--- src/design/motor_spi_pkg.sv ---
// spi command codes, frame sizes, drive defaults, hall order and the config word union.
package motor_spi_pkg;

    // ****************************************
    // spi commands and frame layout
    // ****************************************

    // command byte that opens a configuration frame.
    localparam logic [7:0] config_command = 8'hBF;
    // command byte that requests the rotation count.
    localparam logic [7:0] rotation_command = 8'h4C;
    // data bytes that follow config_command.
    localparam int config_bytes = 6;
    localparam int config_width = 48;
    // miso level between transfers.
    localparam logic idle_miso = 1'b1;

    // frame states of the spi slave.
    localparam logic [1:0] frame_idle = 2'd0;
    localparam logic [1:0] frame_config = 2'd1;
    localparam logic [1:0] frame_transmit = 2'd2;

    // ****************************************
    // rotation count and hall sensors
    // ****************************************

    localparam int pos_width = 16;
    localparam int hall_filter_width = 8;
    // next code in the forward order 1, 3, 2, 6, 4, 5.
    // codes 0 and 7 are invalid and map to themselves.
    localparam logic [7:0][2:0] hall_next_fwd = {
        3'd7, 3'd4, 3'd1, 3'd5, 3'd2, 3'd6, 3'd3, 3'd0
    };

    // ****************************************
    // drive configuration
    // ****************************************

    // bit positions inside the control byte.
    localparam int ctrl_enable_bit = 0;
    localparam int ctrl_reverse_bit = 1;
    localparam logic [7:0] default_period = 8'hFF;
    localparam logic [7:0] default_filter = 8'd3;
    // filter 3, control 0, period ff, duties 0.
    localparam logic [config_width-1:0] default_config = {
        default_filter, 8'h00, default_period, 24'h000000
    };

    // frame loads it byte by byte, the drive logic reads fields.
    // byte 0 sits in the low bits, so duty_a is listed last.
    typedef union packed {
        logic [config_bytes-1:0][7:0] bytes;
        struct packed {
            logic [7:0] hall_filter;
            logic [7:0] control;
            logic [7:0] pwm_period;
            logic [7:0] duty_c;
            logic [7:0] duty_b;
            logic [7:0] duty_a;
        } fields;
    } drive_config_u;

endpackage

--- src/design/drive_config_regs.sv ---
// configuration register: latches the spi config frame and splits it into drive fields.
module drive_config_regs (
    input  logic                                       sck,
    input  logic                                       nrst,
    input  logic                                       cfg_load,
    input  logic [motor_spi_pkg::config_width-1:0]     cfg_frame,
    output logic [7:0]                                 duty_a,
    output logic [7:0]                                 duty_b,
    output logic [7:0]                                 duty_c,
    output logic [7:0]                                 pwm_period,
    output logic [motor_spi_pkg::hall_filter_width-1:0] hall_filter,
    output logic                                       enable,
    output logic                                       reverse
);

    // live configuration word.
    motor_spi_pkg::drive_config_u cfg;

    // ****************************************
    // load from spi
    // ****************************************

    // whole frame is taken at once, fields change together.
    // visible one cycle after the cfg_load strobe.
    always_ff @(posedge sck or negedge nrst) begin
        if (!nrst) begin
            // drive disabled, full period, filter of 3.
            cfg.bytes <= motor_spi_pkg::default_config;
        end else if (cfg_load) begin
            cfg.bytes <= cfg_frame;
        end
    end

    // ****************************************
    // field decode
    // ****************************************

    // duties are compared against the pwm counter.
    assign duty_a = cfg.fields.duty_a;
    assign duty_b = cfg.fields.duty_b;
    assign duty_c = cfg.fields.duty_c;

    // counter top value, period is one more.
    assign pwm_period = cfg.fields.pwm_period;

    // extra stable cycles a hall code needs.
    assign hall_filter = cfg.fields.hall_filter;

    // control byte bits.
    assign enable  = cfg.fields.control[motor_spi_pkg::ctrl_enable_bit];
    assign reverse = cfg.fields.control[motor_spi_pkg::ctrl_reverse_bit];

endmodule

--- src/design/hall_rotation_counter.sv ---
// hall input synchronizer, glitch filter and signed commutation step counter.
module hall_rotation_counter (
    input  logic                                        sck,
    input  logic                                        nrst,
    input  logic [2:0]                                  hall,
    input  logic [motor_spi_pkg::hall_filter_width-1:0] hall_filter,
    output logic [motor_spi_pkg::pos_width-1:0]         position
);

    // two flop synchronizer.
    logic [2:0] hall_meta;
    logic [2:0] hall_sync;
    // code seen on the previous cycle, and how long it has held.
    logic [2:0] hall_cand;
    logic [motor_spi_pkg::hall_filter_width:0] stable_cnt;
    // last code that passed the filter.
    logic [2:0] hall_ref;
    logic       accept;
    logic       fwd_step;
    logic       rev_step;

    // ****************************************
    // synchronizer and stability counter
    // ****************************************

    always_ff @(posedge sck or negedge nrst) begin
        if (!nrst) begin
            hall_meta  <= 3'd0;
            hall_sync  <= 3'd0;
            hall_cand  <= 3'd0;
            stable_cnt <= '0;
        end else begin
            hall_meta <= hall;
            hall_sync <= hall_meta;
            hall_cand <= hall_sync;
            if (hall_sync != hall_cand) begin
                // any change restarts the count.
                stable_cnt <= '0;
            end else if (stable_cnt <= {1'b0, hall_filter}) begin
                // saturates once the filter is met.
                stable_cnt <= stable_cnt + 1'b1;
            end
        end
    end

    // held for hall_filter plus 1 cycles and still the same.
    assign accept = (hall_sync == hall_cand) && (stable_cnt > {1'b0, hall_filter})
                    && (hall_cand != hall_ref);

    // ****************************************
    // step direction
    // ****************************************

    // invalid codes map to themselves in the table, so a step into or
    // out of 0 or 7 matches neither direction.
    assign fwd_step = (hall_cand == motor_spi_pkg::hall_next_fwd[hall_ref]);
    assign rev_step = (hall_ref == motor_spi_pkg::hall_next_fwd[hall_cand]);

    // two's complement count, wraps modulo 2^16.
    always_ff @(posedge sck or negedge nrst) begin
        if (!nrst) begin
            hall_ref <= 3'd0;
            position <= '0;
        end else if (accept) begin
            // skips and invalid codes only move the reference.
            hall_ref <= hall_cand;
            if (fwd_step) begin
                position <= position + 1'b1;
            end else if (rev_step) begin
                position <= position - 1'b1;
            end
        end
    end

endmodule

--- src/design/motor_ctrl_top.sv ---
// motor control top: spi slave, config registers, hall counter and pwm generator.
module motor_ctrl_top (
    input  logic       sck,
    input  logic       nrst,
    input  logic       ss,
    input  logic       mosi,
    input  logic [2:0] hall,
    output logic       miso,
    output logic       pwm_a,
    output logic       pwm_b,
    output logic       pwm_c
);

    // spi to config registers.
    logic                                        cfg_load;
    logic [motor_spi_pkg::config_width-1:0]      cfg_frame;
    // config fields to the drive logic.
    logic [7:0]                                  duty_a;
    logic [7:0]                                  duty_b;
    logic [7:0]                                  duty_c;
    logic [7:0]                                  pwm_period;
    logic [motor_spi_pkg::hall_filter_width-1:0] hall_filter;
    logic                                        enable;
    logic                                        reverse;
    // hall count back to spi readback.
    logic [motor_spi_pkg::pos_width-1:0]         position;

    // ****************************************
    // command port
    // ****************************************

    spi_slave u_spi_slave (
        .sck       (sck),
        .nrst      (nrst),
        .ss        (ss),
        .mosi      (mosi),
        .position  (position),
        .miso      (miso),
        .cfg_load  (cfg_load),
        .cfg_frame (cfg_frame)
    );

    drive_config_regs u_drive_config_regs (
        .sck         (sck),
        .nrst        (nrst),
        .cfg_load    (cfg_load),
        .cfg_frame   (cfg_frame),
        .duty_a      (duty_a),
        .duty_b      (duty_b),
        .duty_c      (duty_c),
        .pwm_period  (pwm_period),
        .hall_filter (hall_filter),
        .enable      (enable),
        .reverse     (reverse)
    );

    // ****************************************
    // motor side
    // ****************************************

    hall_rotation_counter u_hall_rotation_counter (
        .sck         (sck),
        .nrst        (nrst),
        .hall        (hall),
        .hall_filter (hall_filter),
        .position    (position)
    );

    phase_pwm u_phase_pwm (
        .sck        (sck),
        .nrst       (nrst),
        .duty_a     (duty_a),
        .duty_b     (duty_b),
        .duty_c     (duty_c),
        .pwm_period (pwm_period),
        .enable     (enable),
        .reverse    (reverse),
        .pwm_a      (pwm_a),
        .pwm_b      (pwm_b),
        .pwm_c      (pwm_c)
    );

endmodule

--- src/design/phase_pwm.sv ---
// three phase pwm generator with wrap-aligned config update and b/c swap for reverse.
module phase_pwm (
    input  logic       sck,
    input  logic       nrst,
    input  logic [7:0] duty_a,
    input  logic [7:0] duty_b,
    input  logic [7:0] duty_c,
    input  logic [7:0] pwm_period,
    input  logic       enable,
    input  logic       reverse,
    output logic       pwm_a,
    output logic       pwm_b,
    output logic       pwm_c
);

    logic [7:0] pwm_cnt;
    logic       pwm_wrap;
    // shadow copies, only updated at the wrap.
    logic [7:0] sh_duty_a;
    logic [7:0] sh_duty_b;
    logic [7:0] sh_duty_c;
    logic [7:0] sh_period;
    logic       sh_enable;
    logic       sh_reverse;

    // ****************************************
    // period counter and shadow registers
    // ****************************************

    // >= also catches a period that shrank under the counter.
    assign pwm_wrap = (pwm_cnt >= sh_period);

    always_ff @(posedge sck or negedge nrst) begin
        if (!nrst) begin
            pwm_cnt    <= 8'd0;
            sh_duty_a  <= 8'd0;
            sh_duty_b  <= 8'd0;
            sh_duty_c  <= 8'd0;
            sh_period  <= motor_spi_pkg::default_period;
            sh_enable  <= 1'b0;
            sh_reverse <= 1'b0;
        end else if (pwm_wrap) begin
            pwm_cnt    <= 8'd0;
            // new settings start on a clean period.
            sh_duty_a  <= duty_a;
            sh_duty_b  <= duty_b;
            sh_duty_c  <= duty_c;
            sh_period  <= pwm_period;
            sh_enable  <= enable;
            sh_reverse <= reverse;
        end else begin
            pwm_cnt <= pwm_cnt + 8'd1;
        end
    end

    // ****************************************
    // output compare
    // ****************************************

    // registered so the pins never glitch.
    // reverse swaps the drive on phases b and c.
    always_ff @(posedge sck or negedge nrst) begin
        if (!nrst) begin
            pwm_a <= 1'b0;
            pwm_b <= 1'b0;
            pwm_c <= 1'b0;
        end else begin
            pwm_a <= sh_enable && (pwm_cnt < sh_duty_a);
            pwm_b <= sh_enable && (pwm_cnt < (sh_reverse ? sh_duty_c : sh_duty_b));
            pwm_c <= sh_enable && (pwm_cnt < (sh_reverse ? sh_duty_b : sh_duty_c));
        end
    end

endmodule

--- src/design/spi_slave.sv ---
// spi slave: byte shifter, config and rotation frame decoder, miso transmit shifter.
module spi_slave (
    input  logic                                     sck,
    input  logic                                     nrst,
    input  logic                                     ss,
    input  logic                                     mosi,
    input  logic [motor_spi_pkg::pos_width-1:0]      position,
    output logic                                     miso,
    output logic                                     cfg_load,
    output logic [motor_spi_pkg::config_width-1:0]   cfg_frame
);

    // receive side.
    logic [6:0] rx_shift;
    logic [2:0] bit_cnt;
    logic [7:0] rx_byte;
    logic       byte_done;

    // frame tracking.
    logic [1:0] frame_state;
    logic [2:0] byte_idx;
    logic [motor_spi_pkg::config_bytes-1:0][7:0] frame_buf;

    // transmit side.
    logic [7:0] tx_shift;
    logic [7:0] tx_high;
    logic       rot_start;

    // ****************************************
    // receive shifter and bit counter
    // ****************************************

    // the byte as it stands once the current mosi bit is in.
    assign rx_byte = {rx_shift, mosi};
    // eighth bit of a byte arrives on this edge.
    assign byte_done = ~ss && (bit_cnt == 3'd7);

    // counts bits of the current byte, wraps after eight.
    always_ff @(posedge sck or negedge nrst) begin
        if (!nrst) begin
            bit_cnt <= 3'd0;
        end else if (ss) begin
            // deselect restarts byte alignment.
            bit_cnt <= 3'd0;
        end else begin
            bit_cnt <= bit_cnt + 3'd1;
        end
    end

    // msb first, so new bits enter at the bottom.
    always_ff @(posedge sck or negedge nrst) begin
        if (!nrst) begin
            rx_shift <= 7'd0;
        end else if (!ss) begin
            rx_shift <= rx_byte[6:0];
        end
    end

    // ****************************************
    // frame decoder
    // ****************************************

    // rotation command seen outside any frame.
    assign rot_start = byte_done && (frame_state == motor_spi_pkg::frame_idle)
                       && (rx_byte == motor_spi_pkg::rotation_command);

    always_ff @(posedge sck or negedge nrst) begin
        if (!nrst) begin
            frame_state <= motor_spi_pkg::frame_idle;
            byte_idx    <= 3'd0;
            cfg_load    <= 1'b0;
        end else begin
            // single cycle strobe.
            cfg_load <= 1'b0;
            if (ss) begin
                // deselect aborts whatever frame is open.
                frame_state <= motor_spi_pkg::frame_idle;
                byte_idx    <= 3'd0;
            end else if (byte_done) begin
                case (frame_state)
                    motor_spi_pkg::frame_idle: begin
                        // command bytes are only decoded here.
                        byte_idx <= 3'd0;
                        if (rx_byte == motor_spi_pkg::config_command) begin
                            frame_state <= motor_spi_pkg::frame_config;
                        end else if (rot_start) begin
                            frame_state <= motor_spi_pkg::frame_transmit;
                        end
                    end
                    motor_spi_pkg::frame_config: begin
                        if (byte_idx == 3'(motor_spi_pkg::config_bytes - 1)) begin
                            // last data byte lands in frame_buf on this same edge.
                            cfg_load    <= 1'b1;
                            frame_state <= motor_spi_pkg::frame_idle;
                            byte_idx    <= 3'd0;
                        end else begin
                            byte_idx <= byte_idx + 3'd1;
                        end
                    end
                    motor_spi_pkg::frame_transmit: begin
                        // low byte then high byte of the snapshot.
                        if (byte_idx == 3'(motor_spi_pkg::pos_width / 8 - 1)) begin
                            frame_state <= motor_spi_pkg::frame_idle;
                            byte_idx    <= 3'd0;
                        end else begin
                            byte_idx <= byte_idx + 3'd1;
                        end
                    end
                    default: begin
                        frame_state <= motor_spi_pkg::frame_idle;
                        byte_idx    <= 3'd0;
                    end
                endcase
            end
        end
    end

    // data byte k goes to byte k of the frame.
    always_ff @(posedge sck or negedge nrst) begin
        if (!nrst) begin
            frame_buf <= '0;
        end else if (byte_done && (frame_state == motor_spi_pkg::frame_config)) begin
            frame_buf[byte_idx] <= rx_byte;
        end
    end

    assign cfg_frame = frame_buf;

    // ****************************************
    // transmit shifter
    // ****************************************

    // both bytes are captured together so the readback is coherent.
    always_ff @(posedge sck or negedge nrst) begin
        if (!nrst) begin
            tx_shift <= 8'hFF;
            tx_high  <= 8'h00;
        end else if (rot_start) begin
            tx_shift <= position[7:0];
            tx_high  <= position[15:8];
        end else if (byte_done && (frame_state == motor_spi_pkg::frame_transmit)
                     && (byte_idx == 3'd0)) begin
            // low byte is out, move on to the high byte.
            tx_shift <= tx_high;
        end else if (!ss) begin
            tx_shift <= {tx_shift[6:0], motor_spi_pkg::idle_miso};
        end
    end

    // msb of the shifter while transmitting, idle level otherwise.
    assign miso = (frame_state == motor_spi_pkg::frame_transmit) ? tx_shift[7]
                                                                  : motor_spi_pkg::idle_miso;

endmodule

--- config.mk ---
export PLATFORM = sky130hd
export DESIGN_NAME = motor_ctrl_top
export DESIGN_NICKNAME = d
export VERILOG_FILES = /design/src/design/motor_spi_pkg.sv /design/src/design/drive_config_regs.sv /design/src/design/hall_rotation_counter.sv /design/src/design/motor_ctrl_top.sv /design/src/design/phase_pwm.sv /design/src/design/spi_slave.sv
export SDC_FILE = /design/constraint.sdc
export NUM_CORES = 1
export LEC_CHECK = 0
export ABC_AREA = 1
export BUFFER_PORTS_ARGS = -buffer_cell sky130_fd_sc_hd__buf_2
export CAP_MARGIN = 20
export CELL_PAD_IN_SITES_DETAIL_PLACEMENT = 0
export CELL_PAD_IN_SITES_GLOBAL_PLACEMENT = 2
export CORE_MARGIN = 2
export CORE_UTILIZATION = 36
export DETAILED_ROUTE_END_ITERATION = 8
export PLACE_DENSITY = 0.87
export SLEW_MARGIN = 20
export SYNTH_ARGS = -nofsm -noshare
export SYNTH_HDL_FRONTEND = slang
export SYNTH_SLANG_ARGS = --single-unit
export TNS_END_PERCENT = 50
--- constraint.sdc ---
create_clock -name sck -period 2.5 [get_ports sck]
set_clock_uncertainty 0.05 [all_clocks]
set_input_delay 0.125 -clock sck [delete_from_list [all_inputs] [get_ports sck]]
set_output_delay 0.125 -clock sck [all_outputs]
set_load 0.05 [all_outputs]
==> run summary <==
Worst-path clk slew = 0.08 ns
post-synthesis register bit count = 198
Worst-Skew Late Latency = 0.44 ns
clock period minus worst slack = 2.468 ns
first-pass GRT wire length = 37,470 um
num rows = 61
initial antenna violation count = 1
post-route setup TNS = 0 ns
vias per inst = 4.590
largest net degree at the start of global routing = 66
leakage = 5.788 nW
Most Frequent Cell on Critical Path = nand2_1
Clock Sinks = 198
Worst Hold Class = input pin to register
Antenna Nets Post-Route = 0
syn_nets = 1,278
critical path required time = 2.77 ns
Max Cap Violations = 0
run status = finished clean
crit-path cells = nor2_4 > inv_1 > nand2_1 > nand3_2 > nand2_4 > clkinvlp_4 > buf_8 > ha_4 > nand2_1 > nor3_2 > and2_1 > nand2_2 > nand3_2 > nand2_1 > nand2_1 > nand2_1
WL final = 21,930 um
R2R setup slack = 0.03 ns
Root Buffer = clkbuf_16
Die Span X = 172.5 um
die area = 0.02974 mm^2
Pwr Total = 10.14 mW
Placed Area = 0.01092 mm^2
Initial DRC Count = 400
core area = 0.02786 mm^2
Design Area, Final = 0.01209 mm^2
1st-pass router iterations = 5
cts bufs inserted = 17
Final setup viols = 0
Post-synth EDFFs = 0
ys async rst share = 1.000
Post-Syn Area = 0.01022 mm^2
H-tree levels = 4
nets = 1,329
crit-path max FO = 7
number of global-route vias before repair = 7,611
starting density of the core = 0.3668
Startpoint Class = register
Worst setup startpoint = u_hall_rotation_counter.hall_cand[0]$_DFF_PN0_
final core occ = 0.4341
r2r endpoint = u_hall_rotation_counter.position[14]$_DFFE_PN0P_
ys flop type = dfrtp_1
Mapped Avg Cell Area = 8.437 um^2
Area Overhead vs Synth = 18.37%
YS warnings = 0
proportion of layout cells with a drive suffix above 1 = 0.1788
Peak Freq = 0.4052 GHz
VDD IR max = 0.5893 mV
CTS tree = built
commonest non-fill, non-tap cell in the layout = nand2_1
drt wl/cell = 13.26 um
GRT overflow = 0
r2r worst-path depth = 16
register area share after synthesis = 0.4881
Final Hold Viols = 0
Crit path arrival time = 2.74 ns
worst-margin pin slew = 0.7554 ns
critical path endpoint category = register
critical path's slowest cell = dfrtp_2
CP Class = register to register
slowest cell delay on critical path = 0.46 ns
RSZ-0062 raised after global routing = yes
top-level I/O count = 11
routed via count = 7,592
Max-slew headroom = 0.4964
clock tree buffer depth = 2
hold depth = 4
drc violations = 0
total track usage = 0.1587
CP endpoint = u_hall_rotation_counter.position[14]$_DFFE_PN0P_
max-slew violation count = 0
Final period util = 0.9873
FF-to-FF Start = u_hall_rotation_counter.hall_cand[0]$_DFF_PN0_
routability congestion estimate = 0.7904
PD cells = 838.5 mW/mm^2
most frequent cells in the layout = nand2_1, dfrtp_1, inv_1
Post-Syn Instances = 1,211
unique cell type count in the Yosys netlist = 46
post-DP HPWL = 15,610 um
PortBufs = 10
Die Ht = 172.5 um
## metal layers
metal | track usage | vias up | part of all wire
met5 | 0 | - | 0
met4 | 0.03069 | 0 | 0.0056
met3 | 0.02976 | 8 | 0.018
met2 | 0.2723 | 44 | 0.49
met1 | 0.2100 | 3539 | 0.49
li1 | - | 4001 | -
## repair_timing
item | 4_1_cts | 5_1_grt
buffers inserted | 4 | 6
hold buffers | 5 | 0
hold endpoints to repair | 66 | 0
setup endpoints to repair | 10 | 11
gates resized for setup | 8 | 69
pin swaps | 0 | 27
## sequential cells by signal (all words and copies together), names as in the netlist, 7 cells and up
signal	flops
u_phase_pwm.sh_duty_a	8
u_hall_rotation_counter.stable_cnt	9
u_spi_slave.tx_shift	8
u_spi_slave.cfg_frame	42
u_drive_config_regs.cfg	42
u_hall_rotation_counter.position	16
u_spi_slave.tx_high	8
u_spi_slave.rx_shift	7
u_phase_pwm.sh_period	8
u_phase_pwm.pwm_cnt	8
u_phase_pwm.sh_duty_c	8
u_phase_pwm.sh_duty_b	8
## power breakdown
| part | leakage (nW) | internal (mW) | switching, mW |
|---|---|---|---|
| clock network | 0.307 | 1.48 | 1.45 |
| registers | 2.53 | 3.36 | 0.217 |
| logic | 2.95 | 1.57 | 2.07 |
## cell usage after synthesis, drive strengths merged, types with 2 or more instances
library cell,count,area share
nand4,7,0.0043
inv,146,0.054
nor4,2,0.0027
dfrtp,172,0.42
clkbuf,15,0.0055
buf,22,0.014
nand2,343,0.13
xnor2,8,0.0083
o211ai,3,0.0022
nand3b,11,0.0081
xor2,8,0.0069
ha,59,0.072
nor3,11,0.0081
mux2,14,0.015
o21ai,143,0.073
a21oi,57,0.028
o21a,4,0.0029
dfstp,26,0.067
nor2,90,0.038
o22ai,2,0.0012
or2,3,0.0018
nor3b,2,0.0015
nand3,57,0.031
## worst min path at each step
stage	startpoint	to
final	ss	u_spi_slave.tx_shift[5]$_DFFE_PN1P_
after global routing	ss	u_spi_slave.tx_shift[5]$_DFFE_PN1P_
after CTS	ss	u_spi_slave.tx_shift[5]$_DFFE_PN1P_
after detailed placement	nrst	u_drive_config_regs.cfg[17]$_DFFE_PN0P_
after global placement	nrst	u_drive_config_regs.cfg[17]$_DFFE_PN0P_
after floorplan	nrst	u_drive_config_regs.cfg[0]$_DFFE_PN0P_
## metrics by stage
stage / worst slack, ns / cells / hold slack, ns
final: 0.03179 / 1654 / 0.08957
after CTS: -0.0003282 / 1647 / 0.07668
after global placement: -0.01066 / 1606 / 0.1212
after global routing: -0.1662 / 1653 / 0.1069
after detailed placement: -0.08251 / 1606 / 0.1254
after floorplan: 0.01648 / 1211 / -0.2206
## critical path, delay by kind of cell (launching register included)
family / cells / cell delay, ns
adders and majority gates: 1 / 0.30
buffers and inverters: 3 / 0.37
DFF: 1 / 0.46
and+or+nand+nor: 12 / 1.17
## cell families after synthesis
kind of cell               share of synthesized area
AOI/OAI and AO/OA                             0.1085
xor gates and xnor gates                     0.01519
adders and majority gates                    0.07421
buffers and inverters                        0.07384
DFF                                           0.4881
muxes                                        0.01543
and+or+nand+nor                               0.2247
## layout make-up
| type | count | area, um^2 |
|---|---|---|
| fillers | 2763 | 15760 |
| flip-flops and latches | 198 | 4992 |
| multi-input cells | 829 | 4836 |
| repair buffers | 69 | 579.3 |
| inverters | 147 | 559.3 |
| well taps | 378 | 473.0 |
| clock buffers | 17 | 425.4 |
| clock inverters | 15 | 226.5 |
| diodes | 1 | 2.502 |
Power figures use the tool's default switching activity.
